==> src/verilog/mips_pkg.sv <==
`default_nettype none

package mips_pkg;

    typedef logic [31:0] word_t;     // data and byte address
    typedef logic [4:0]  reg_idx_t;
    typedef logic [5:0]  opcode_t;   // instr[31:26]
    typedef logic [5:0]  funct_t;    // instr[5:0], R-type only

    typedef enum logic [2:0] {
        ALU_ADD,
        ALU_SUB,
        ALU_AND,
        ALU_OR,
        ALU_XOR,
        ALU_SLT,
        ALU_SLTU,
        ALU_LUI
    } alu_op_e;

    // control transfer kinds, all with one delay slot
    typedef enum logic [2:0] {
        BR_NONE,
        BR_BEQ,
        BR_BNE,
        BR_BGTZ,
        BR_BLEZ,
        BR_J,
        BR_JR
    } branch_e;

    typedef enum logic [2:0] {
        ST_FETCH,
        ST_EXECUTE,
        ST_MEMORY,
        ST_WRITEBACK,
        ST_HALTED       // also the reset state
    } cpu_state_e;

    typedef struct packed {
        alu_op_e     alu_op;
        logic        use_imm;     // operand b is the immediate
        word_t       imm;         // already sign or zero extended
        reg_idx_t    rs;
        reg_idx_t    rt;
        reg_idx_t    rd;          // rd for R-type, rt for I-type
        logic        reg_write;
        logic        mem_read;
        logic        mem_write;
        branch_e     branch;
        logic [25:0] jump_index;
    } decoded_t;

    typedef struct packed {
        word_t address;
        logic  read;
        logic  write;
        word_t writedata;
    } bus_req_t;

endpackage

`default_nettype wire

==> src/verilog/mips_alu.sv <==
`default_nettype none

module mips_alu (
    input  wire mips_pkg::decoded_t  decoded,
    input  wire mips_pkg::word_t     rs_data,
    input  wire mips_pkg::word_t     rt_data,
    output mips_pkg::word_t          result,
    output logic                     branch_taken
);

    mips_pkg::word_t   operand_b;
    logic signed [31:0] rs_signed;
    logic signed [31:0] b_signed;
    logic               rs_zero;
    logic               rs_neg;

    assign operand_b = decoded.use_imm ? decoded.imm : rt_data;
    assign rs_signed = rs_data;
    assign b_signed  = operand_b;
    assign rs_zero   = (rs_data == '0);
    assign rs_neg    = rs_data[31];

    // for lw and sw this is the effective address
    always_comb begin
        case (decoded.alu_op)
            mips_pkg::ALU_SUB:  result = rs_data - operand_b;
            mips_pkg::ALU_AND:  result = rs_data & operand_b;
            mips_pkg::ALU_OR:   result = rs_data | operand_b;
            mips_pkg::ALU_XOR:  result = rs_data ^ operand_b;
            mips_pkg::ALU_SLT:  result = {31'b0, rs_signed < b_signed};
            mips_pkg::ALU_SLTU: result = {31'b0, rs_data < operand_b};
            mips_pkg::ALU_LUI:  result = {operand_b[15:0], 16'h0000};
            default:            result = rs_data + operand_b;   // addu, addiu
        endcase
    end

    // conditions compare against rt, never the immediate
    always_comb begin
        case (decoded.branch)
            mips_pkg::BR_BEQ:  branch_taken = (rs_data == rt_data);
            mips_pkg::BR_BNE:  branch_taken = (rs_data != rt_data);
            mips_pkg::BR_BGTZ: branch_taken = !rs_neg && !rs_zero;   // signed > 0
            mips_pkg::BR_BLEZ: branch_taken = rs_neg || rs_zero;
            mips_pkg::BR_J,
            mips_pkg::BR_JR:   branch_taken = 1'b1;
            default:           branch_taken = 1'b0;
        endcase
    end

endmodule

`default_nettype wire

==> src/verilog/mips_regfile.sv <==
`default_nettype none

module mips_regfile (
    input  wire logic                clk,
    input  wire logic                arst_n,
    input  wire mips_pkg::reg_idx_t  rs_idx,
    input  wire mips_pkg::reg_idx_t  rt_idx,
    input  wire mips_pkg::reg_idx_t  rd_idx,
    input  wire logic                reg_write,
    input  wire mips_pkg::word_t     write_data,
    output mips_pkg::word_t          rs_data,
    output mips_pkg::word_t          rt_data,
    output mips_pkg::word_t          v0
);

    mips_pkg::word_t regs [1:31];   // no storage behind $0

    always_ff @(posedge clk or negedge arst_n) begin
        if (!arst_n) begin
            for (int i = 1; i < 32; i++)
                regs[i] <= '0;
        end else if (reg_write && rd_idx != 5'd0) begin
            regs[rd_idx] <= write_data;
        end
    end

    // asynchronous reads, $0 reads as zero
    assign rs_data = (rs_idx == 5'd0) ? '0 : regs[rs_idx];
    assign rt_data = (rt_idx == 5'd0) ? '0 : regs[rt_idx];

    assign v0 = regs[2];

endmodule

`default_nettype wire

==> src/verilog/mips_pc.sv <==
`default_nettype none

module mips_pc #(
    parameter mips_pkg::word_t RESET_VECTOR = 32'hbfc0_0000
) (
    input  wire logic                clk,
    input  wire logic                arst_n,
    input  wire logic                pc_step,
    input  wire mips_pkg::branch_e   branch_kind,
    input  wire logic                branch_taken,
    input  wire mips_pkg::word_t     branch_offset,   // sign-extended imm
    input  wire logic [25:0]         jump_index,
    input  wire mips_pkg::word_t     rs_data,
    output mips_pkg::word_t          pc,
    output logic                     halt
);

    mips_pkg::word_t pc_plus4;
    mips_pkg::word_t target;
    mips_pkg::word_t pending;         // target waiting out the delay slot
    logic            pending_valid;

    assign pc_plus4 = pc + 32'd4;

    always_comb begin
        case (branch_kind)
            mips_pkg::BR_J:  target = {pc_plus4[31:28], jump_index, 2'b00};
            mips_pkg::BR_JR: target = rs_data;
            default:         target = pc_plus4 + {branch_offset[29:0], 2'b00};
        endcase
    end

    always_ff @(posedge clk or negedge arst_n) begin
        if (!arst_n) begin
            pc            <= RESET_VECTOR;
            pending_valid <= 1'b0;
            halt          <= 1'b0;
        end else if (pc_step) begin
            pc            <= pending_valid ? pending : pc_plus4;
            pending_valid <= branch_taken;
            // delay slot done, jumping to 0 ends the program
            if (pending_valid && pending == '0)
                halt <= 1'b1;
        end
    end

    always_ff @(posedge clk) begin
        if (pc_step && branch_taken)
            pending <= target;
    end

endmodule

`default_nettype wire

==> src/verilog/mips_control.sv <==
`default_nettype none

module mips_control (
    input  wire logic                clk,
    input  wire logic                arst_n,
    input  wire logic                waitrequest,
    input  wire mips_pkg::word_t     readdata,
    input  wire mips_pkg::word_t     pc,
    input  wire logic                halt,
    input  wire mips_pkg::word_t     alu_result,
    input  wire mips_pkg::word_t     rt_data,
    output mips_pkg::bus_req_t       bus_req,
    output mips_pkg::decoded_t       decoded,
    output logic                     pc_step,
    output logic                     reg_write,
    output mips_pkg::word_t          write_data,
    output logic                     active
);

    localparam mips_pkg::opcode_t OP_SPECIAL = 6'h00;
    localparam mips_pkg::opcode_t OP_J       = 6'h02;
    localparam mips_pkg::opcode_t OP_BEQ     = 6'h04;
    localparam mips_pkg::opcode_t OP_BNE     = 6'h05;
    localparam mips_pkg::opcode_t OP_BLEZ    = 6'h06;
    localparam mips_pkg::opcode_t OP_BGTZ    = 6'h07;
    localparam mips_pkg::opcode_t OP_ADDIU   = 6'h09;
    localparam mips_pkg::opcode_t OP_ANDI    = 6'h0c;
    localparam mips_pkg::opcode_t OP_ORI     = 6'h0d;
    localparam mips_pkg::opcode_t OP_XORI    = 6'h0e;
    localparam mips_pkg::opcode_t OP_LUI     = 6'h0f;
    localparam mips_pkg::opcode_t OP_LW      = 6'h23;
    localparam mips_pkg::opcode_t OP_SW      = 6'h2b;

    localparam mips_pkg::funct_t FN_JR   = 6'h08;
    localparam mips_pkg::funct_t FN_ADDU = 6'h21;
    localparam mips_pkg::funct_t FN_SUBU = 6'h23;
    localparam mips_pkg::funct_t FN_AND  = 6'h24;
    localparam mips_pkg::funct_t FN_OR   = 6'h25;
    localparam mips_pkg::funct_t FN_XOR  = 6'h26;
    localparam mips_pkg::funct_t FN_SLT  = 6'h2a;
    localparam mips_pkg::funct_t FN_SLTU = 6'h2b;

    mips_pkg::cpu_state_e state;
    logic                 started;     // set once the first fetch is launched
    mips_pkg::word_t      instr;
    mips_pkg::word_t      load_data;
    mips_pkg::opcode_t    opcode;
    mips_pkg::funct_t     funct;
    logic                 mem_op;

    assign opcode = instr[31:26];
    assign funct  = instr[5:0];
    assign mem_op = decoded.mem_read || decoded.mem_write;

    always_comb begin
        decoded            = '0;
        decoded.alu_op     = mips_pkg::ALU_ADD;
        decoded.imm        = {{16{instr[15]}}, instr[15:0]};
        decoded.rs         = instr[25:21];
        decoded.rt         = instr[20:16];
        decoded.rd         = instr[15:11];
        decoded.branch     = mips_pkg::BR_NONE;
        decoded.jump_index = instr[25:0];
        case (opcode)
            OP_SPECIAL: begin
                decoded.reg_write = 1'b1;
                case (funct)
                    FN_ADDU: decoded.alu_op = mips_pkg::ALU_ADD;
                    FN_SUBU: decoded.alu_op = mips_pkg::ALU_SUB;
                    FN_AND:  decoded.alu_op = mips_pkg::ALU_AND;
                    FN_OR:   decoded.alu_op = mips_pkg::ALU_OR;
                    FN_XOR:  decoded.alu_op = mips_pkg::ALU_XOR;
                    FN_SLT:  decoded.alu_op = mips_pkg::ALU_SLT;
                    FN_SLTU: decoded.alu_op = mips_pkg::ALU_SLTU;
                    FN_JR: begin
                        decoded.reg_write = 1'b0;
                        decoded.branch    = mips_pkg::BR_JR;
                    end
                    default: decoded.reg_write = 1'b0;   // sll $0 nop lands here
                endcase
            end
            OP_J:    decoded.branch = mips_pkg::BR_J;
            OP_BEQ:  decoded.branch = mips_pkg::BR_BEQ;
            OP_BNE:  decoded.branch = mips_pkg::BR_BNE;
            OP_BLEZ: decoded.branch = mips_pkg::BR_BLEZ;
            OP_BGTZ: decoded.branch = mips_pkg::BR_BGTZ;
            OP_ADDIU, OP_ANDI, OP_ORI, OP_XORI, OP_LUI: begin
                decoded.use_imm   = 1'b1;
                decoded.rd        = instr[20:16];
                decoded.reg_write = 1'b1;
                if (opcode != OP_ADDIU)
                    decoded.imm = {16'h0000, instr[15:0]};   // logic ops zero-extend
                case (opcode)
                    OP_ANDI: decoded.alu_op = mips_pkg::ALU_AND;
                    OP_ORI:  decoded.alu_op = mips_pkg::ALU_OR;
                    OP_XORI: decoded.alu_op = mips_pkg::ALU_XOR;
                    OP_LUI:  decoded.alu_op = mips_pkg::ALU_LUI;
                    default: decoded.alu_op = mips_pkg::ALU_ADD;
                endcase
            end
            OP_LW: begin
                decoded.use_imm   = 1'b1;
                decoded.rd        = instr[20:16];
                decoded.reg_write = 1'b1;
                decoded.mem_read  = 1'b1;
            end
            OP_SW: begin
                decoded.use_imm   = 1'b1;
                decoded.mem_write = 1'b1;
            end
            default: ;   // unknown opcode, nothing happens
        endcase
    end

    always_ff @(posedge clk or negedge arst_n) begin
        if (!arst_n) begin
            state   <= mips_pkg::ST_HALTED;
            started <= 1'b0;
            instr   <= '0;
        end else begin
            case (state)
                mips_pkg::ST_HALTED: begin
                    if (!started) begin   // leave only once after reset
                        state   <= mips_pkg::ST_FETCH;
                        started <= 1'b1;
                    end
                end
                mips_pkg::ST_FETCH: begin
                    if (!waitrequest) begin
                        instr <= readdata;
                        state <= mips_pkg::ST_EXECUTE;
                    end
                end
                mips_pkg::ST_EXECUTE:
                    state <= mem_op ? mips_pkg::ST_MEMORY : mips_pkg::ST_WRITEBACK;
                mips_pkg::ST_MEMORY:
                    if (!waitrequest) state <= mips_pkg::ST_WRITEBACK;
                mips_pkg::ST_WRITEBACK:
                    state <= halt ? mips_pkg::ST_HALTED : mips_pkg::ST_FETCH;
                default: state <= mips_pkg::ST_HALTED;
            endcase
        end
    end

    always_ff @(posedge clk) begin
        if (state == mips_pkg::ST_MEMORY && !waitrequest)
            load_data <= readdata;
    end

    // request is a function of state and values that hold during a stall
    always_comb begin
        bus_req.address   = (state == mips_pkg::ST_MEMORY) ? alu_result : pc;
        bus_req.read      = (state == mips_pkg::ST_FETCH)
                          || (state == mips_pkg::ST_MEMORY && decoded.mem_read);
        bus_req.write     = (state == mips_pkg::ST_MEMORY) && decoded.mem_write;
        bus_req.writedata = bus_req.write ? rt_data : '0;
    end

    assign pc_step    = (state == mips_pkg::ST_EXECUTE);
    assign reg_write  = (state == mips_pkg::ST_WRITEBACK) && decoded.reg_write;
    assign write_data = decoded.mem_read ? load_data : alu_result;
    assign active     = (state != mips_pkg::ST_HALTED);

endmodule

`default_nettype wire

==> src/verilog/mips_cpu.sv <==
`default_nettype none

module mips_cpu #(
    parameter mips_pkg::word_t RESET_VECTOR = 32'hbfc0_0000
) (
    input  wire logic                clk,
    input  wire logic                arst_n,
    output logic                     active,
    output mips_pkg::word_t          register_v0,

    // avalon master
    output mips_pkg::word_t          address,
    output logic                     read,
    output logic                     write,
    output mips_pkg::word_t          writedata,
    input  wire logic                waitrequest,
    input  wire mips_pkg::word_t     readdata
);

    mips_pkg::bus_req_t bus_req;
    mips_pkg::decoded_t decoded;
    logic               pc_step;
    logic               reg_write;
    mips_pkg::word_t    write_data;
    mips_pkg::word_t    pc;
    logic               halt;
    mips_pkg::word_t    alu_result;
    logic               branch_taken;
    mips_pkg::word_t    rs_data;
    mips_pkg::word_t    rt_data;

    mips_control i_control (
        .clk         (clk),
        .arst_n      (arst_n),
        .waitrequest (waitrequest),
        .readdata    (readdata),
        .pc          (pc),
        .halt        (halt),
        .alu_result  (alu_result),
        .rt_data     (rt_data),
        .bus_req     (bus_req),
        .decoded     (decoded),
        .pc_step     (pc_step),
        .reg_write   (reg_write),
        .write_data  (write_data),
        .active      (active)
    );

    mips_pc #(
        .RESET_VECTOR (RESET_VECTOR)
    ) i_pc (
        .clk           (clk),
        .arst_n        (arst_n),
        .pc_step       (pc_step),
        .branch_kind   (decoded.branch),
        .branch_taken  (branch_taken),
        .branch_offset (decoded.imm),
        .jump_index    (decoded.jump_index),
        .rs_data       (rs_data),
        .pc            (pc),
        .halt          (halt)
    );

    mips_regfile i_regfile (
        .clk        (clk),
        .arst_n     (arst_n),
        .rs_idx     (decoded.rs),
        .rt_idx     (decoded.rt),
        .rd_idx     (decoded.rd),
        .reg_write  (reg_write),
        .write_data (write_data),
        .rs_data    (rs_data),
        .rt_data    (rt_data),
        .v0         (register_v0)
    );

    mips_alu i_alu (
        .decoded      (decoded),
        .rs_data      (rs_data),
        .rt_data      (rt_data),
        .result       (alu_result),
        .branch_taken (branch_taken)
    );

    assign address   = bus_req.address;
    assign read      = bus_req.read;
    assign write     = bus_req.write;
    assign writedata = bus_req.writedata;

endmodule

`default_nettype wire

==> config.mk <==
export PLATFORM = sky130hd
export DESIGN_NAME = mips_cpu
export DESIGN_NICKNAME = d
export VERILOG_FILES = /design/src/verilog/mips_pkg.sv /design/src/verilog/mips_alu.sv /design/src/verilog/mips_regfile.sv /design/src/verilog/mips_pc.sv /design/src/verilog/mips_control.sv /design/src/verilog/mips_cpu.sv
export SDC_FILE = /design/constraint.sdc
export NUM_CORES = 2
export LEC_CHECK = 0
export BUFFER_PORTS_ARGS = -buffer_cell sky130_fd_sc_hd__buf_4
export CAP_MARGIN = 20
export CORE_MARGIN = 4
export CORE_UTILIZATION = 45
export DETAILED_ROUTE_END_ITERATION = 6
export PLACE_DENSITY = 0.74
export SYNTH_ARGS = -nofsm -noshare
export SYNTH_HDL_FRONTEND = slang
export SYNTH_SLANG_ARGS = --single-unit
==> constraint.sdc <==
create_clock -name clk -period 8.1 [get_ports clk]
set_input_delay 2.025 -clock clk [delete_from_list [all_inputs] [get_ports clk]]
set_output_delay 2.025 -clock clk [all_outputs]
set_load 0.1 [all_outputs]
# Yosys cells after proc, flatten, opt, wreduce, memory -nomap -nowiden
# Cells that the tools add are included.
# Widths: inputs -> output; s select.
# word_totals
word_cells	168
inputBits	35
register_bits	1126
# op_classes
n_reduce_logical	30
mux	38
eq_ne	44
bitwise	7
magnitude_cmp	6
add_sub_neg	4
# ops
operator	count
$bwmux 992	1
$mux 32	14
$bmux 32 s5	2
$pmux 32 s7	1
$demux 32 s5	1
$add 32x32->32	2
$logic_not 32->1	2
$lt 32x32->1	2
$pmux 32 s2	1
$eq 6x6->1 const B	9
$eq 6x4->1 const B	6
$pmux 3 s6	2
$add 32x3->32 const B	1
$and 32x32->32	1
$eq 32x32->1	1
$ne 32x32->1	1
$or 32x32->32	1
$sub 32x32->32	1
$xor 32x32->32	1
$eq 3x3->1 const B	8
$eq 6x3->1 const B	4
$eq 3x2->1 const B	6
$ge 6x6->1 const B	3
$not 5->6	3
28 further kinds	55

# Longest topological paths before layout
# logic_depth
word_depth	10
mapped_depth	29
mapped_depth_nobuf	21

# Modules after synthesis
# A second synthesis with hierarchy kept.
# unflattened
cells_unflattened	6029
area_unflattened_um2	69481.6
# modules_own_cells
module	n_inst	cells_each	area_per_inst_um2	seq_area_each_um2
mips_regfile	1	4098	53556.4	24823.8
mips_alu	1	967	6263.5	0.0
mips_pc	1	604	5366.4	1823.0
mips_control	1	360	4295.4	1863.0

# Worst setup path after synthesis
# No wires, ideal clock.
# synth_timing
path_type	register to output
startpoint	register i_control.instr[17]
endpoint	output address[13]
slack_ns	-1.636
t_arrival_ns	7.711
stages_incl_launch_ff	21
t_required_ns	6.075
path_cell_list	dfrtp_1 buf_4 buf_4 buf_4 buf_2 buf_1 buf_1 mux4_2 mux4_2 a21oi_1 nand2_1 o21ai_0 ha_1 clkbuf_1 nor2_1 a211o_1 a31o_2 a21oi_1 xnor2_1 a221oi_1 o41ai_1
# synth_between
elab_chain_cells	9
elab_cells_between_ends	14
classes_between	2 x add/sub; 7 x mux; 4 x bitwise; 1 x reduce/logical
# synth_lines
element	line_no	rtl
from (decl)	mips_control.sv:45	mips_pkg::word_t instr;
from (signal assigned)	mips_control.sv:130	instr <= readdata;
$not 5->6 (implied by the code)	mips_regfile.sv:29	assign rt_data = (rt_idx == 5'd0) ? '0 : regs[rt_idx];
$bmux 32 s5	mips_regfile.sv:29	
$mux 32 (implied by the code) (2 in a row)	mips_regfile.sv:29	
$mux 32 *	mips_regfile.sv:29	
$mux 32 *	mips_alu.sv:17	assign operand_b = decoded.use_imm ? decoded.imm : rt_data;
$add 32x32->32, or another cell as far along	mips_alu.sv:33	default: result = rs_data + operand_b;
$pmux 32 s7 *	mips_alu.sv:25	case (decoded.alu_op)
$mux 32 *	mips_control.sv:152	bus_req.address = (state == mips_pkg::ST_MEMORY) ? alu_result : pc;
to (decl)	mips_cpu.sv:12	output mips_pkg::word_t address,
# Every way passes the cells marked *; elsewhere a longest branch is shown, timed or not. The select of a mux whose other input is x is not followed.

# Final worst setup path
# layout_timing
startpoint	register i_control.instr[16]
endpoint	output address[31]
# Same word-level chain as after synthesis.

==> impl_metrics.py <==
metrics = {
    "synth": {
        "synthTopCellsByArea": "dfrtp_1 38%, mux4_2 17%, mux2_2 6.3%, o21ai_0 4.5%, nand2_1 4.1%",
        "synthAdderAreaFrac": 0.0245,
        "ys_seq_area_frac": 0.415,
        "synthDistinctLibCells": 106,
        "syn_inst": 6341,
        "synth-xor-area-share": 0.0134,
        "synthMuxAreaShare": 0.258,
        "synth_compound_area_frac": 0.144,
        "netlist_area_um2": 68700,
        "async_flop_share": 0.943,
        "synthFlopType": "dfrtp_1",
        "synth_nets": 6509,
        "synth_top_area_cell": "dfrtp_1",
        "avgSynthCellArea_um2": 10.8,
        "synth_edf_count": 64,
        "synth_top_family_by_area": "multiplexers",
        "ys_ff_latch": 1126,
        "synth-simple-area-share": 0.0976,
        "yosysWarnings": 0,
        "synth.top_cell.area_share": 0.383,
    },
    "setup_path": {
        "end_kind": "primary output",
        "cp_top_family": "compound AO/OA/AOI/OAI gates",
        "timing.critical_path.cells": "buf_12 -> buf_4 -> bufbuf_16 -> mux4_2 -> mux4_2 -> mux2i_4 -> a21oi_1 -> ha_2 -> a21oi_1 -> o21ai_0 -> nand2_1 -> nand2_1 -> a21oi_1 -> o21bai_1 -> a21o_1 -> a31oi_1 -> a22oi_1 -> a21bo_2 -> a31oi_2 -> buf_6",
        "path_class": "reg -> out",
        "arrival_ps": 6050,
        "crit_path_max_fanout": 21,
        "cp_common_cell": "a21oi_1",
        "slowest_delay_ps": 540,
        "start_kind": "flip-flop",
        "crit_buf_inv": 4,
        "crit_slowest_cell": "mux4_2",
        "worstPathRequired_ps": 6080,
    },
    "grt": {
        "grt_pass1_wl_mm": 398,
        "track_usage": 0.343,
        "antenna_found_initial": 10,
        "grt_overflow_total": 0,
        "grt_pass1_vias": 57200,
        "grt_max_degree": 174,
    },
    "floorplan": {
        "die_w_um": 399,
        "initial_utilization": 0.452,
        "std_cell_rows": 143,
        "dieArea_um2": 159000,
        "coreArea_um2": 152000,
        "die_h_um": 399,
        "pin_count": 134,
    },
    "drt": {
        "routedWlPerCell_um": 31.7,
        "routed_wl_mm": 277,
        "final_antenna_net_count": 0,
        "drtIter0Drc": 7562,
        "dr_total_vias": 58100,
        "firstDrtPassIters": 7,
        "drcViolationCount": 1,
        "routed_via_density": 6.64,
    },
    "sta": {
        "clock_skew_ps": 92.7,
        "fin_crit_sh": 0.997,
        "fmax_ghz": 0.124,
        "rsz0062_at_grt": "yes",
        "tightestPinTransition_ps": 1210,
        "fin_crit_ps": 8080,
        "maxSlewViolCount": 0,
        "finalSetupViolations": 0,
        "hold_viol_final": 0,
        "tns_ps": 0,
        "fin_ws_ps": 23.3,
        "relSlewSlack": 0.191,
    },
    "final_layout": {
        "final_nets": 6798,
        "final_cell_mix": "1,044 x dfrtp_1, 724 x nand2_1, 643 x buf_4, 574 x o21ai_0, 521 x mux4_2",
        "final_core_util": 0.535,
        "final_common_cell": "dfrtp_1",
        "area_delta_synth_final_pct": 18.3,
        "drive_gt1_frac": 0.326,
    },
    "clocking": {
        "clk_pin_slew_ps": 60,
        "clockRootBuffer": "clkbuf_16",
        "insertion_delay_ps": 810,
        "cts_tree": "built",
        "cts.path.max_buffers": 3,
        "cts_sinks": 1126,
        "cts_buffers": 116,
        "h-tree-depth": 3,
    },
    "power": {
        "irDropWorstVdd_mv": 0.399,
        "p_leak_nw": 34.9,
        "power_density_nw_per_um2": 435,
    },
    "outcome": {
        "violations": "design-rule violations",
        "outcome": "finished with violations",
    },
    "place": {
        "io_buffers": 133,
        "dp_hpwl_mm": 188,
        "place_congestion": 1.06,
        "preCtsSetupSlack_ps": 105,
    },
    "worst_hold_path": {
        "hold_class": "reg -> reg",
    },
    "run": {
        "drv_cap": 0,
    },
}
cell families (layout without fill, tap and decap cells):
kind of cell,after synthesis,in the layout
flip-flops,1126,1126
multiplexers,1068,1068
buffers and inverters,736,1124
AO/OA/AOI/OAI,1614,1614
adder cells (fa/ha/maj),133,133
XOR/XNOR,105,105
other,0,2
AND/OR/NAND/NOR,1559,1559
repair_timing:
item	4_1_cts	5_1_grt
pin swaps	11	46
resized for setup	121	191
gates cloned	3	8
setup endpoints to repair	29	26
setup buffers	39	36
hold buffers	0	0
through the flow:
stage	cell area, µm²	std cells	hold slack, ps	total power [mW]
3_5_place_dp	74700	8452	459	27.3
6_report	81300	8761	498	35.3
3_3_place_gp	74700	8452	450	27.1
2_1_floorplan	68800	6341	429	19.5
4_1_cts	79900	8711	500	33.9
5_1_grt	81300	8760	515	36.5
per-layer routing:
| metal | vias to the layer above | track usage | share of wire |
|---|---|---|---|
| li1 | 24100 | - | - |
| met1 | 29200 | 0.449 | 0.37 |
| met2 | 3892 | 0.500 | 0.43 |
| met3 | 958 | 0.0958 | 0.12 |
| met4 | 2 | 0.225 | 0.079 |
| met5 | - | 0 | 0.000047 |
Yosys cell counts (11+ instances only):
cell type	count
buf_4	47
nor2_1	468
o21ai_1	37
o21bai_1	22
nor2b_1	25
a21o_1	48
a211oi_1	28
inv_1	135
and2_1	23
mux2i_1	152
nand2b_1	17
xor2_1	52
ha_1	130
dfrtp_1	1052
o31ai_1	39
a31oi_1	71
a22oi_1	51
o22ai_1	22
buf_1	42
buf_2	91
edfxtp_1	64
o221ai_1	34
mux2_2	387
nand2_1	746
clkbuf_1	376
nor3_1	48
a22o_1	39
o21ai_0	612
o2bb2ai_1	28
xnor2_1	53
or3_1	14
o211ai_1	30
nor3b_1	12
and3_1	30
buf_6	25
o21a_1	28
a21oi_1	391
mux4_2	521
or2_2	11
nand4_1	31
nor4_1	36
nand3_1	56
final cells by class:
type | instances | area (µm²)
clock inverters | 63 | 741
diodes | 2 | 5.00
inverters | 142 | 543
multi-input cells | 4479 | 38400
well taps | 2030 | 2540
fillers | 12700 | 70600
flip-flops and latches | 1126 | 28500
repair buffers | 765 | 7180
clock buffers | 154 | 3320
flip-flops by register name (all words and copies together) (netlist names):
signal and flops:
i_pc.pc 32, i_pc.pending 32, i_pc.halt 1, i_regfile.regs 960, i_regfile.v0 32, i_control.state 3
i_control.instr 32, i_control.load_data 32, i_pc.pending_valid 1, i_control.started 1
power by group:
group / switching (mW) / leakage (nW) / internal [mW]
registers: 1.14 / 15.2 / 6.76
logic: 13.7 / 17.7 / 8.00
clock network: 2.50 / 2.00 / 3.22
total: 17.4 / 34.9 / 18.0
path summary, 6_finish.rpt:
path / startpoint / endpoint / slack, ps / depth (start not counted)
max reg2reg: i_control.instr[21] / i_pc.pending[6] / 1770 / 16
min reg2reg: i_regfile.regs[775] / i_regfile.regs[775] / 500 / 2
max in group asynchronous: arst_n / i_control.instr[24] / 5050 / 2
min in group asynchronous: arst_n / i_regfile.regs[215] / 1280 / 1
max: i_control.instr[16] / address[31] / 20 / 20
min: i_regfile.regs[775] / i_regfile.regs[775] / 500 / 2
worst min-delay path, cell delays in order, from the launching register on:
cell and delay, ps:
dfrtp_1 350, nand2_1 50, o21ai_0 60
Note: power is estimated with default switching activity, not from simulation.
